--- src/logic/llc_cfg_pkg.sv ---
// Sizing and timing constants of the LLC request/response path
package llc_cfg_pkg;

  // Request and response field widths
  localparam int unsigned AddrWidth = 32;
  localparam int unsigned DataWidth = 32;
  localparam int unsigned IdWidth   = 4;

  // Programmable delay of up to 255 cycles per item
  localparam int unsigned DelayWidth = 8;

  // Entries held by each delay stage
  localparam int unsigned DelayDepth = 8;

  // Requests in flight towards memory before the isolate stage stalls
  localparam int unsigned MaxOutstanding = 15;
  localparam int unsigned CountWidth     = 4;

  // Cycle stamp one bit wider than a programmed delay
  localparam int unsigned StampWidth = 9;

endpackage

--- src/logic/llc_txn_pkg.sv ---
// Request and response payload structs of the LLC path
package llc_txn_pkg;

  import llc_cfg_pkg::*;

  // Single request channel with one beat per transaction
  typedef struct packed {
    logic [AddrWidth-1:0] addr;
    logic                 we;
    logic [DataWidth-1:0] wdata;
    logic [IdWidth-1:0]   id;
  } llc_req_t;

  // Single response channel returned in request order
  typedef struct packed {
    logic [IdWidth-1:0]   id;
    logic [DataWidth-1:0] rdata;
    logic                 err;
  } llc_rsp_t;

endpackage

--- src/logic/llc_delay_stage.sv ---
// In-order FIFO that releases each item a programmable number of cycles after entry
`timescale 1ns/1ns

module llc_delay_stage
  import llc_cfg_pkg::*;
  import llc_txn_pkg::*;
#(
  parameter type payload_t = llc_req_t
) (
  input  logic                  clk_i,
  input  logic                  reset_i,
  input  logic [DelayWidth-1:0] delay_i,
  input  logic                  in_valid_i,
  output logic                  in_ready_o,
  input  payload_t              in_data_i,
  output logic                  out_valid_o,
  input  logic                  out_ready_i,
  output payload_t              out_data_o
);

  logic [$clog2(DelayDepth)-1:0] wr_ptr_q;
  logic [$clog2(DelayDepth)-1:0] rd_ptr_q;
  logic [$clog2(DelayDepth):0]   count_q;
  logic [StampWidth-1:0]         stamp_q;
  payload_t                      data_mem    [DelayDepth];
  logic [StampWidth-1:0]         release_mem [DelayDepth];
  logic [DelayDepth-1:0]         ripe_q;
  logic [DelayDepth-1:0]         passed;
  logic                          push;
  logic                          pop;

  // Entry is due once the stamp counter reaches its release stamp
  for (genvar i = 0; i < DelayDepth; i++) begin : gen_due
    logic [StampWidth-1:0] diff;

    assign diff      = stamp_q - release_mem[i];
    assign passed[i] = ~diff[StampWidth-1];
  end

  assign in_ready_o  = (count_q != DelayDepth);
  assign push        = in_valid_i && in_ready_o;

  // Only the head is offered so the stage stays in order
  assign out_valid_o = (count_q != '0) && (ripe_q[rd_ptr_q] || passed[rd_ptr_q]);
  assign out_data_o  = data_mem[rd_ptr_q];
  assign pop         = out_valid_o && out_ready_i;

  always_ff @(posedge clk_i) begin
    if (reset_i) begin
      wr_ptr_q <= '0;
      rd_ptr_q <= '0;
      count_q  <= '0;
      stamp_q  <= '0;
      ripe_q   <= '0;
    end else begin
      stamp_q <= stamp_q + 1'b1;
      // Latch due entries so a long stall cannot wrap the stamp compare
      ripe_q  <= ripe_q | passed;
      if (push) begin
        ripe_q[wr_ptr_q] <= 1'b0;
        // Pointers wrap by themselves at a power-of-two depth
        wr_ptr_q         <= wr_ptr_q + 1'b1;
      end
      if (pop) begin
        rd_ptr_q <= rd_ptr_q + 1'b1;
      end
      if (push && !pop) begin
        count_q <= count_q + 1'b1;
      end else if (!push && pop) begin
        count_q <= count_q - 1'b1;
      end
    end
  end

  // Release stamp lands delay plus one cycles after acceptance
  always_ff @(posedge clk_i) begin
    if (push) begin
      data_mem[wr_ptr_q]    <= in_data_i;
      release_mem[wr_ptr_q] <= stamp_q + delay_i + 1'b1;
    end
  end

  // A full buffer must never take another item
  assert property (@(posedge clk_i) disable iff (reset_i)
    (count_q != '0) && (wr_ptr_q == rd_ptr_q) |-> !push)
    else $error("delay stage accepted a write while full");

  // Held head stays put until the consumer takes it
  assert property (@(posedge clk_i) disable iff (reset_i)
    out_valid_o && !out_ready_i |=> out_valid_o && $stable(out_data_o))
    else $error("delay stage output changed under back-pressure");

endmodule

--- src/logic/llc_isolate_stage.sv ---
// Isolate stage that tracks outstanding requests and terminates traffic when cut off
`timescale 1ns/1ns

module llc_isolate_stage
  import llc_cfg_pkg::*;
  import llc_txn_pkg::*;
(
  input  logic     clk_i,
  input  logic     reset_i,
  input  logic     isolate_i,
  output logic     isolated_o,
  // Requests from the delay stage
  input  logic     req_valid_i,
  output logic     req_ready_o,
  input  llc_req_t req_i,
  // Requests towards memory
  output logic     mem_req_valid_o,
  input  logic     mem_req_ready_i,
  output llc_req_t mem_req_o,
  // Responses from memory
  input  logic     mem_rsp_valid_i,
  output logic     mem_rsp_ready_o,
  input  llc_rsp_t mem_rsp_i,
  // Responses towards the delay stage
  output logic     rsp_valid_o,
  input  logic     rsp_ready_i,
  output llc_rsp_t rsp_o
);

  logic [CountWidth-1:0] out_cnt_q;
  logic                  isolated_q;
  logic                  hold_q;
  logic                  err_valid_q;
  logic [IdWidth-1:0]    err_id_q;
  logic                  fwd_en;
  logic                  mem_req_fire;
  logic                  mem_rsp_fire;
  logic                  err_fill;
  logic                  err_drain;
  llc_rsp_t              err_rsp;

  // New requests go to memory only in normal mode with room left
  assign fwd_en = !isolate_i && !isolated_q && !err_valid_q &&
                  (out_cnt_q != MaxOutstanding);

  // A request already offered to memory is kept until it transfers
  assign mem_req_valid_o = req_valid_i && (fwd_en || hold_q);
  assign mem_req_o       = req_i;
  assign mem_req_fire    = mem_req_valid_o && mem_req_ready_i;

  assign req_ready_o = isolated_q ? !err_valid_q : ((fwd_en || hold_q) && mem_req_ready_i);
  assign err_fill    = isolated_q && req_valid_i && !err_valid_q;

  // Terminated requests answer with an error and no data
  assign err_rsp.id    = err_id_q;
  assign err_rsp.rdata = '0;
  assign err_rsp.err   = 1'b1;

  // Memory responses win over the error slot
  assign mem_rsp_ready_o = rsp_ready_i;
  assign mem_rsp_fire    = mem_rsp_valid_i && rsp_ready_i;
  assign rsp_valid_o     = mem_rsp_valid_i || err_valid_q;
  assign rsp_o           = mem_rsp_valid_i ? mem_rsp_i : err_rsp;
  assign err_drain       = err_valid_q && !mem_rsp_valid_i && rsp_ready_i;

  assign isolated_o = isolated_q;

  always_ff @(posedge clk_i) begin
    if (reset_i) begin
      out_cnt_q   <= '0;
      isolated_q  <= 1'b0;
      hold_q      <= 1'b0;
      err_valid_q <= 1'b0;
    end else begin
      hold_q <= mem_req_valid_o && !mem_req_ready_i;
      case ({mem_req_fire, mem_rsp_fire})
        2'b10:   out_cnt_q <= out_cnt_q + 1'b1;
        2'b01:   out_cnt_q <= out_cnt_q - 1'b1;
        default: out_cnt_q <= out_cnt_q;
      endcase
      // Cut off only after every forwarded request has been answered
      if (!isolate_i) begin
        isolated_q <= 1'b0;
      end else if ((out_cnt_q == '0) && !hold_q) begin
        isolated_q <= 1'b1;
      end
      if (err_fill) begin
        err_valid_q <= 1'b1;
      end else if (err_drain) begin
        err_valid_q <= 1'b0;
      end
    end
  end

  always_ff @(posedge clk_i) begin
    if (err_fill) begin
      err_id_q <= req_i.id;
    end
  end

  // Memory must not answer more requests than were sent to it
  assert property (@(posedge clk_i) disable iff (reset_i)
    (out_cnt_q == '0) |-> !(mem_rsp_fire && !mem_req_fire))
    else $error("outstanding counter underflow");

  assert property (@(posedge clk_i) disable iff (reset_i)
    isolated_o |-> !mem_req_valid_o)
    else $error("request reached memory while isolated");

endmodule

--- src/logic/llc_path.sv ---
// Top level of the LLC path chaining request delay, isolate and response delay
`timescale 1ns/1ns

module llc_path
  import llc_cfg_pkg::*;
  import llc_txn_pkg::*;
(
  input  logic                  clk_i,
  input  logic                  reset_i,
  // Upstream requests
  input  logic                  req_valid_i,
  output logic                  req_ready_o,
  input  logic [AddrWidth-1:0]  req_addr_i,
  input  logic                  req_we_i,
  input  logic [DataWidth-1:0]  req_wdata_i,
  input  logic [IdWidth-1:0]    req_id_i,
  // Upstream responses
  output logic                  rsp_valid_o,
  input  logic                  rsp_ready_i,
  output logic [IdWidth-1:0]    rsp_id_o,
  output logic [DataWidth-1:0]  rsp_rdata_o,
  output logic                  rsp_err_o,
  // Memory requests
  output logic                  mem_req_valid_o,
  input  logic                  mem_req_ready_i,
  output logic [AddrWidth-1:0]  mem_req_addr_o,
  output logic                  mem_req_we_o,
  output logic [DataWidth-1:0]  mem_req_wdata_o,
  output logic [IdWidth-1:0]    mem_req_id_o,
  // Memory responses
  input  logic                  mem_rsp_valid_i,
  output logic                  mem_rsp_ready_o,
  input  logic [IdWidth-1:0]    mem_rsp_id_i,
  input  logic [DataWidth-1:0]  mem_rsp_rdata_i,
  input  logic                  mem_rsp_err_i,
  // Delay and isolation control
  input  logic [DelayWidth-1:0] req_delay_i,
  input  logic [DelayWidth-1:0] rsp_delay_i,
  input  logic                  isolate_i,
  output logic                  isolated_o
);

  llc_req_t req_in;
  llc_req_t req_dly;
  logic     req_dly_valid;
  logic     req_dly_ready;
  llc_req_t mem_req;
  llc_rsp_t mem_rsp;
  llc_rsp_t rsp_iso;
  logic     rsp_iso_valid;
  logic     rsp_iso_ready;
  llc_rsp_t rsp_out;

  // Pack the upstream and memory-side ports into payloads
  assign req_in  = '{addr: req_addr_i, we: req_we_i, wdata: req_wdata_i, id: req_id_i};
  assign mem_rsp = '{id: mem_rsp_id_i, rdata: mem_rsp_rdata_i, err: mem_rsp_err_i};

  llc_delay_stage #(
    .payload_t   ( llc_req_t     )
  ) u_req_delay (
    .clk_i       ( clk_i         ),
    .reset_i     ( reset_i       ),
    .delay_i     ( req_delay_i   ),
    .in_valid_i  ( req_valid_i   ),
    .in_ready_o  ( req_ready_o   ),
    .in_data_i   ( req_in        ),
    .out_valid_o ( req_dly_valid ),
    .out_ready_i ( req_dly_ready ),
    .out_data_o  ( req_dly       )
  );

  llc_isolate_stage u_isolate (
    .clk_i           ( clk_i           ),
    .reset_i         ( reset_i         ),
    .isolate_i       ( isolate_i       ),
    .isolated_o      ( isolated_o      ),
    .req_valid_i     ( req_dly_valid   ),
    .req_ready_o     ( req_dly_ready   ),
    .req_i           ( req_dly         ),
    .mem_req_valid_o ( mem_req_valid_o ),
    .mem_req_ready_i ( mem_req_ready_i ),
    .mem_req_o       ( mem_req         ),
    .mem_rsp_valid_i ( mem_rsp_valid_i ),
    .mem_rsp_ready_o ( mem_rsp_ready_o ),
    .mem_rsp_i       ( mem_rsp         ),
    .rsp_valid_o     ( rsp_iso_valid   ),
    .rsp_ready_i     ( rsp_iso_ready   ),
    .rsp_o           ( rsp_iso         )
  );

  llc_delay_stage #(
    .payload_t   ( llc_rsp_t     )
  ) u_rsp_delay (
    .clk_i       ( clk_i         ),
    .reset_i     ( reset_i       ),
    .delay_i     ( rsp_delay_i   ),
    .in_valid_i  ( rsp_iso_valid ),
    .in_ready_o  ( rsp_iso_ready ),
    .in_data_i   ( rsp_iso       ),
    .out_valid_o ( rsp_valid_o   ),
    .out_ready_i ( rsp_ready_i   ),
    .out_data_o  ( rsp_out       )
  );

  // Unpack payloads back onto plain ports
  assign mem_req_addr_o  = mem_req.addr;
  assign mem_req_we_o    = mem_req.we;
  assign mem_req_wdata_o = mem_req.wdata;
  assign mem_req_id_o    = mem_req.id;
  assign rsp_id_o        = rsp_out.id;
  assign rsp_rdata_o     = rsp_out.rdata;
  assign rsp_err_o       = rsp_out.err;

endmodule

--- config.mk ---
export PLATFORM = sky130hd
export DESIGN_NAME = llc_path
export DESIGN_NICKNAME = d
export VERILOG_FILES = /design/src/logic/llc_cfg_pkg.sv /design/src/logic/llc_txn_pkg.sv /design/src/logic/llc_delay_stage.sv /design/src/logic/llc_isolate_stage.sv /design/src/logic/llc_path.sv
export SDC_FILE = /design/constraint.sdc
export NUM_CORES = 1
export LEC_CHECK = 0
export BUFFER_PORTS_ARGS = -buffer_cell sky130_fd_sc_hd__clkbuf_2
export CAP_MARGIN = 20
export CORE_UTILIZATION = 29
export CTS_CLUSTER_SIZE = 10
export DETAILED_ROUTE_END_ITERATION = 7
export PLACE_DENSITY_LB_ADDON = 0.12
export SLEW_MARGIN = 20
export SYNTH_ARGS = -nofsm -noshare
export SYNTH_HDL_FRONTEND = slang
export SYNTH_SLANG_ARGS = --single-unit
--- constraint.sdc ---
create_clock -name clk_i -period 14.95 [get_ports clk_i]
set_input_delay 2.99 -clock clk_i [delete_from_list [all_inputs] [get_ports clk_i]]
set_output_delay 2.99 -clock clk_i [all_outputs]
set_load 0.05 [all_outputs]
### Word level (Yosys, flattened, before mapping)

Memory sizes are Yosys's and may differ from the RTL's. A register that Yosys moved wholly into a read port is not among the register bits.
Cells that the tools add are included.

| storage, ports and cells | value |
|---|---|
| output and inout bits | 111 |
| word-level logic and storage cells | 163 |
| flip-flop bits (word level) | 65 |
| memories kept | 4 |
| RAM bits | 992 |

| operators by class | value |
|---|---|
| equality and inequality tests | 5 |
| bitwise logic cells | 23 |
| magnitude comparators | 6 |
| add/subtract/negate cells | 32 |
| reduce and logical (&&, ||, !) cells | 47 |
| multiplexer cells | 31 |

Memories:

| memory | depth | bits a word | read ports | clocked after Yosys merged registers in | write ports | line | source |
|---|---|---|---|---|---|---|---|
| u_req_delay.data_mem | 8 | 69 | 1 | 1 | 1 | llc_delay_stage.sv:25 | `payload_t data_mem [DelayDepth];` |
| u_rsp_delay.data_mem | 8 | 37 | 1 | 1 | 1 | llc_delay_stage.sv:25 |  |
| u_req_delay.release_mem | 8 | 9 | 8 | 0 | 1 | llc_delay_stage.sv:26 | `logic [StampWidth-1:0] release_mem [DelayDepth];` |
| u_rsp_delay.release_mem | 8 | 9 | 8 | 0 | 1 | llc_delay_stage.sv:26 |  |

Operators with widths:

| kind | number |
|---|---|
| 9-bit subtractor | 16 |
| 37-bit two-way mux | 1 |
| 9-bit by 1-bit adder with 9-bit output, second input constant | 4 |
| 1-bit logical AND | 25 |
| 9-bit by 8-bit adder with 9-bit output | 2 |
| 1-bit NOT | 17 |
| 8-bit bitwise AND | 2 |
| 3-bit by 4-bit less-than comparator with 1-bit output, second input constant | 4 |
| 4-bit two-way mux | 4 |
| 8-bit two-way mux | 2 |
| 8-bit NOT | 2 |
| 8-bit OR | 2 |
| 1-bit two-way mux | 13 |
| 3-bit by 1-bit adder with 3-bit output, second input constant | 4 |
| 4-bit by 1-bit adder with 4-bit output, second input constant | 3 |
| 1-bit binary-select mux with 3-bit select | 4 |
| 3-bit two-way mux | 4 |
| 4-bit inequality test, second input constant | 3 |
| 4-bit by 1-bit subtractor with 4-bit output, second input constant | 3 |
| 1-bit logical NOT | 10 |
| 4-bit one-hot mux with 2 select lines | 1 |
| 2-bit nonzero test | 4 |
| 4-bit nonzero test | 2 |
| 1-bit demux with 3-bit select | 2 |
| 6 further kinds | 10 |

### Logic depth before layout (Yosys ltp)

| logic depth | value |
|---|---|
| depth in word-level cells | 11 |
| depth in mapped cells | 19 |
| depth with buffers taken out | 19 |

### By module

Synthesis repeated with hierarchy kept, for this count alone.

| second synthesis, totals | value |
|---|---|
| cell total of the unflattened synthesis | 2349 |
| area total of the unflattened synthesis | 43865.8 um2 |

By module, submodules not included:

| module | instances | area each (um2) | cells each |
|---|---|---|---|
| llc_delay_stage at u_req_delay | 1 | 26011.2 | 1276 |
| llc_delay_stage at u_rsp_delay | 1 | 16509.6 | 908 |
| llc_isolate_stage | 1 | 1345.0 | 165 |

### Least setup slack after synthesis

Ideal clock, no wire load.

| path | value |
|---|---|
| path kind | input to register |
| from | input req_valid_i |
| to | memory u_req_delay.data_mem[0][0] (netlist bit), enable pin |
| buffers on the path | 1 |
| data required time | 14.337 ns |
| path slack | 5.557 ns |
| library setup time | 0.613 ns |
| stages | 4 |
| arrival time | 8.781 ns |
| path through | and2_1 clkbuf_1 nand2b_1 nor3_1 |

| between the ends | value |
|---|---|
| word-level cells in the longest chain between the ends | 3 |

Ends and longest elaborated chain:

| element | line | source |
|---|---|---|
| from (decl) | llc_path.sv:11 | `input logic req_valid_i,` |
| 1-bit logical AND | llc_delay_stage.sv:41 | `assign push = in_valid_i && in_ready_o;` |
| named net u_req_delay.push | llc_delay_stage.sv:29 | `logic push;` |
| 1-bit two-way mux | llc_delay_stage.sv:77 | `if (push) begin` |
| 1-bit two-way mux (not written as such) | llc_delay_stage.sv:78 | `data_mem[wr_ptr_q] <= in_data_i;` |
| to (decl) | llc_delay_stage.sv:25 |  |

The timed path passes the listed nets, and every way through them passes these cells.

==> flow_summary_export.csv <==
group,metric,value,unit
cells_and_area,seq_area,31300,µm²
cells_and_area,post_route_cells_drive_above_1_share,29.3,%
global_route,grt_start_max_net_pins,67,
route,drt_first_iter_violations,1129,
timing,timing.setup.tns,0,ns
route,totalWireLength,107,mm
yosys,synthesis.area,43500,µm²
route,dr.pass1.iters,6,
critical_path,worstPathArrival,4.99,ns
critical_path,worst_ep_required_time,11.96,ns
floorplan,io-pin-count,240,
yosys,synth-main-ff-cell,"edfxtp_1",
run,max_cap_viol_count,0,
timing,fmax,0.125,GHz
clock_tree,cts_root_buffer,"clkbuf_16",
floorplan,initial_core_util,29.3,%
clock_tree,cts_buffers,132,
cells_and_area,fin_util,34.5,%
timing,slew_violations,0,
cells_and_area,area_delta_synth_final,17.6,%
yosys,synthCells,2304,
critical_path,end_kind,"primary output",
yosys,syn_nets,2581,
global_route,grt_usage,14.3,%
yosys,synth_edf_count,996,
global_route,grt_overflow,0,
clock_tree,post_cts_resized,0,
floorplan,fp.dieArea,152000,µm²
critical_path,worst-path-max-fanout,40,
route,vias_per_cell,4.62,
timing,min_period,7.98,ns
clock_tree,path_clk_slew,0.05,ns
timing,fin_skew,0.0370,ns
place,place_hpwl,61.3,mm
timing,worst_pin_slew,1.01,ns
timing,fin_crit_sh,53.4,%
clock_tree,clockBufferDepth,3,
clock_tree,postCtsHoldBufs,0,
yosys,async_flop_share,0,%
cells_and_area,nFillCells,14000,
clock_tree,cts_tree,"yes",
power,power_density,160,nW/µm²
timing,rsz0062_at_grt,"no",
route,vias,21800,
yosys,yosys_warnings,0,
place,portBuffers,239,
clock_tree,clk_latency,0.75,ns
floorplan,die_h,389,µm
floorplan,die_w,389,µm
global_route,grt_antenna_before_repair,15,
yosys,synth-seq-area-share,71.8,%
clock_tree,postCtsSetupRepairBufs,0,
global_route,first_global_vias,23900,
route,wl_per_cell,22.7,µm
timing,hold_violations,0,
clock_tree,ctsHtreeMaxLevel,4,
route,ant_nets,0,
global_route,grt_first_pass_wirelength,159,mm
cells_and_area,multi_input_area,11500,µm²
yosys,synth_seq_cells,1063,
yosys,synth.avg_cell_area,18.9,µm²
critical_path,start_kind,"register",
floorplan,core-area,148000,µm²
place,place.gp.congestion,0.710,
critical_path,critPathKind,"reg2out",
route,drcViolationCount,0,
timing,maxSlewHeadroom,31.7,%
critical_path,reg2reg_slack,10.05,ns
power,peakVddDrop,0.000105,V
worst_hold_path,min_path_type,"reg2reg",
cells_and_area,nNetsFinal,2910,
power,power_leakage,17.6,nW
floorplan,rows,141,
timing,setup_violations,0,
run_status,status,"completed",
yosys,ys_types,67,
clock_tree,clkSinkCount,1063,
worst max-delay path: stages, from the launching register on:
cell and delay, ns:
dfxtp_4 0.80, buf_4 0.70, buf_4 0.76, buf_4 0.72, mux4_2 0.61, mux2_2 0.28, clkbuf_2 0.24
placed cells by master, fill, tap and decap left out, types with 12 or more instances in the layout:
cell type,netlist,routed
a211oi_1,13,13
a21o_1,25,25
a21oi_1,56,56
and2_1,35,35
buf_4,1,37
clkbuf_1,48,42
clkbuf_16,0,134
clkbuf_2,0,239
dfxtp_1,67,61
edfxtp_1,996,996
ha_1,143,143
inv_1,142,142
mux2_2,110,110
mux2i_1,18,18
mux4_2,214,214
nand2_1,38,38
nand2b_1,25,25
nand3_1,12,12
nand4_1,12,12
nor2_1,79,66
nor2_4,0,12
nor2b_1,13,13
nor3_1,27,23
o21ai_0,31,31
xnor2_1,32,32
xor2_1,31,31
power breakdown:
group          switching (W)  internal (W)  total (W)
clock network        0.00122       0.00168    0.00290
logic                0.00107      0.000604    0.00167
registers           0.000116       0.00348    0.00360
synth_stat cells (all sizes together) (33+ instances only):
master  count  area share (%)
nor2       79            0.68
buf        33            0.38
o21ai      35            0.41
mux2      115             3.0
nand2      38            0.33
a21oi      57            0.66
inv       142             1.2
and2       35            0.50
clkbuf     48            0.41
dfxtp      67             3.1
mux4      215              11
ha        143             4.1
xnor2      34            0.72
edfxtp    996              69
metrics by stage:
step / hold WS [ns] / worst slack [ns] / area, µm² / instances / power (W)
global route: 0.481 / 6.39 / 51200 / 4709 / 0.00855
detailed placement: 0.457 / 7.48 / 47300 / 4501 / 0.00538
global placement: 0.447 / 7.53 / 47300 / 4501 / 0.00536
floorplan: 0.431 / 5.56 / 43500 / 2304 / 0.00489
CTS: 0.466 / 6.64 / 51200 / 4709 / 0.00834
finish: 0.461 / 6.97 / 51200 / 4711 / 0.00817
kinds of logic after synthesis:
logic type,count (synthesis),synth area share [%]
flip-flops,1063,71.8
multiplexers,348,14.5
AND/OR/NAND/NOR,274,3.21
buffers and inverters,223,2.02
AO/OA/AOI/OAI,183,2.77
adder cells (fa/ha/maj),148,4.34
XOR/XNOR,65,1.34
final timing paths:
kind,start,end,depth (start not counted)
max,register,mem_req_addr_o[23],6
min,u_req_delay.ripe_q[6],u_req_delay.ripe_q[6],2
max reg2reg,u_req_delay.stamp_q[6],u_isolate.out_cnt_q[3],17
min reg2reg,u_req_delay.ripe_q[6],u_req_delay.ripe_q[6],2
layout make-up:
type	instances	area share, %
Antenna cell	2	0.00978
Clock buffer	179	6.94
Clock inverter	29	0.636
Inverter	142	1.04
Multi-Input combinational cell	1018	22.5
Sequential cell	1063	61.1
Tap cell	2002	4.89
Timing Repair Buffer	276	2.88
metal layers:
| layer | global-route usage (%) | routed length, µm | vias up |
|---|---|---|---|
| met3 | 3.87 | 5690 | 191 |
| met4 | 4.02 | 2160 | 26 |
| met1 | 17.9 | 46300 | 11300 |
| li1 | - | - | 9785 |
| met2 | 24.2 | 52700 | 433 |
| met5 | 0 | 167 | - |
state kept, by name, summed over array words and instances, names as in the netlist, 4 cells and up, named ones only:
| register | count |
|---|---|
| u_isolate.err_id_q | 4 |
| u_isolate.out_cnt_q | 4 |
| u_rsp_delay.stamp_q | 9 |
| u_rsp_delay.release_mem | 72 |
| u_req_delay.stamp_q | 9 |
| u_req_delay.ripe_q | 8 |
| u_req_delay.release_mem | 72 |
| u_rsp_delay.data_mem | 296 |
| u_req_delay.count_q | 4 |
| u_rsp_delay.ripe_q | 8 |
| u_rsp_delay.count_q | 4 |
| u_req_delay.data_mem | 552 |
(Power assumes the default switching activity.)
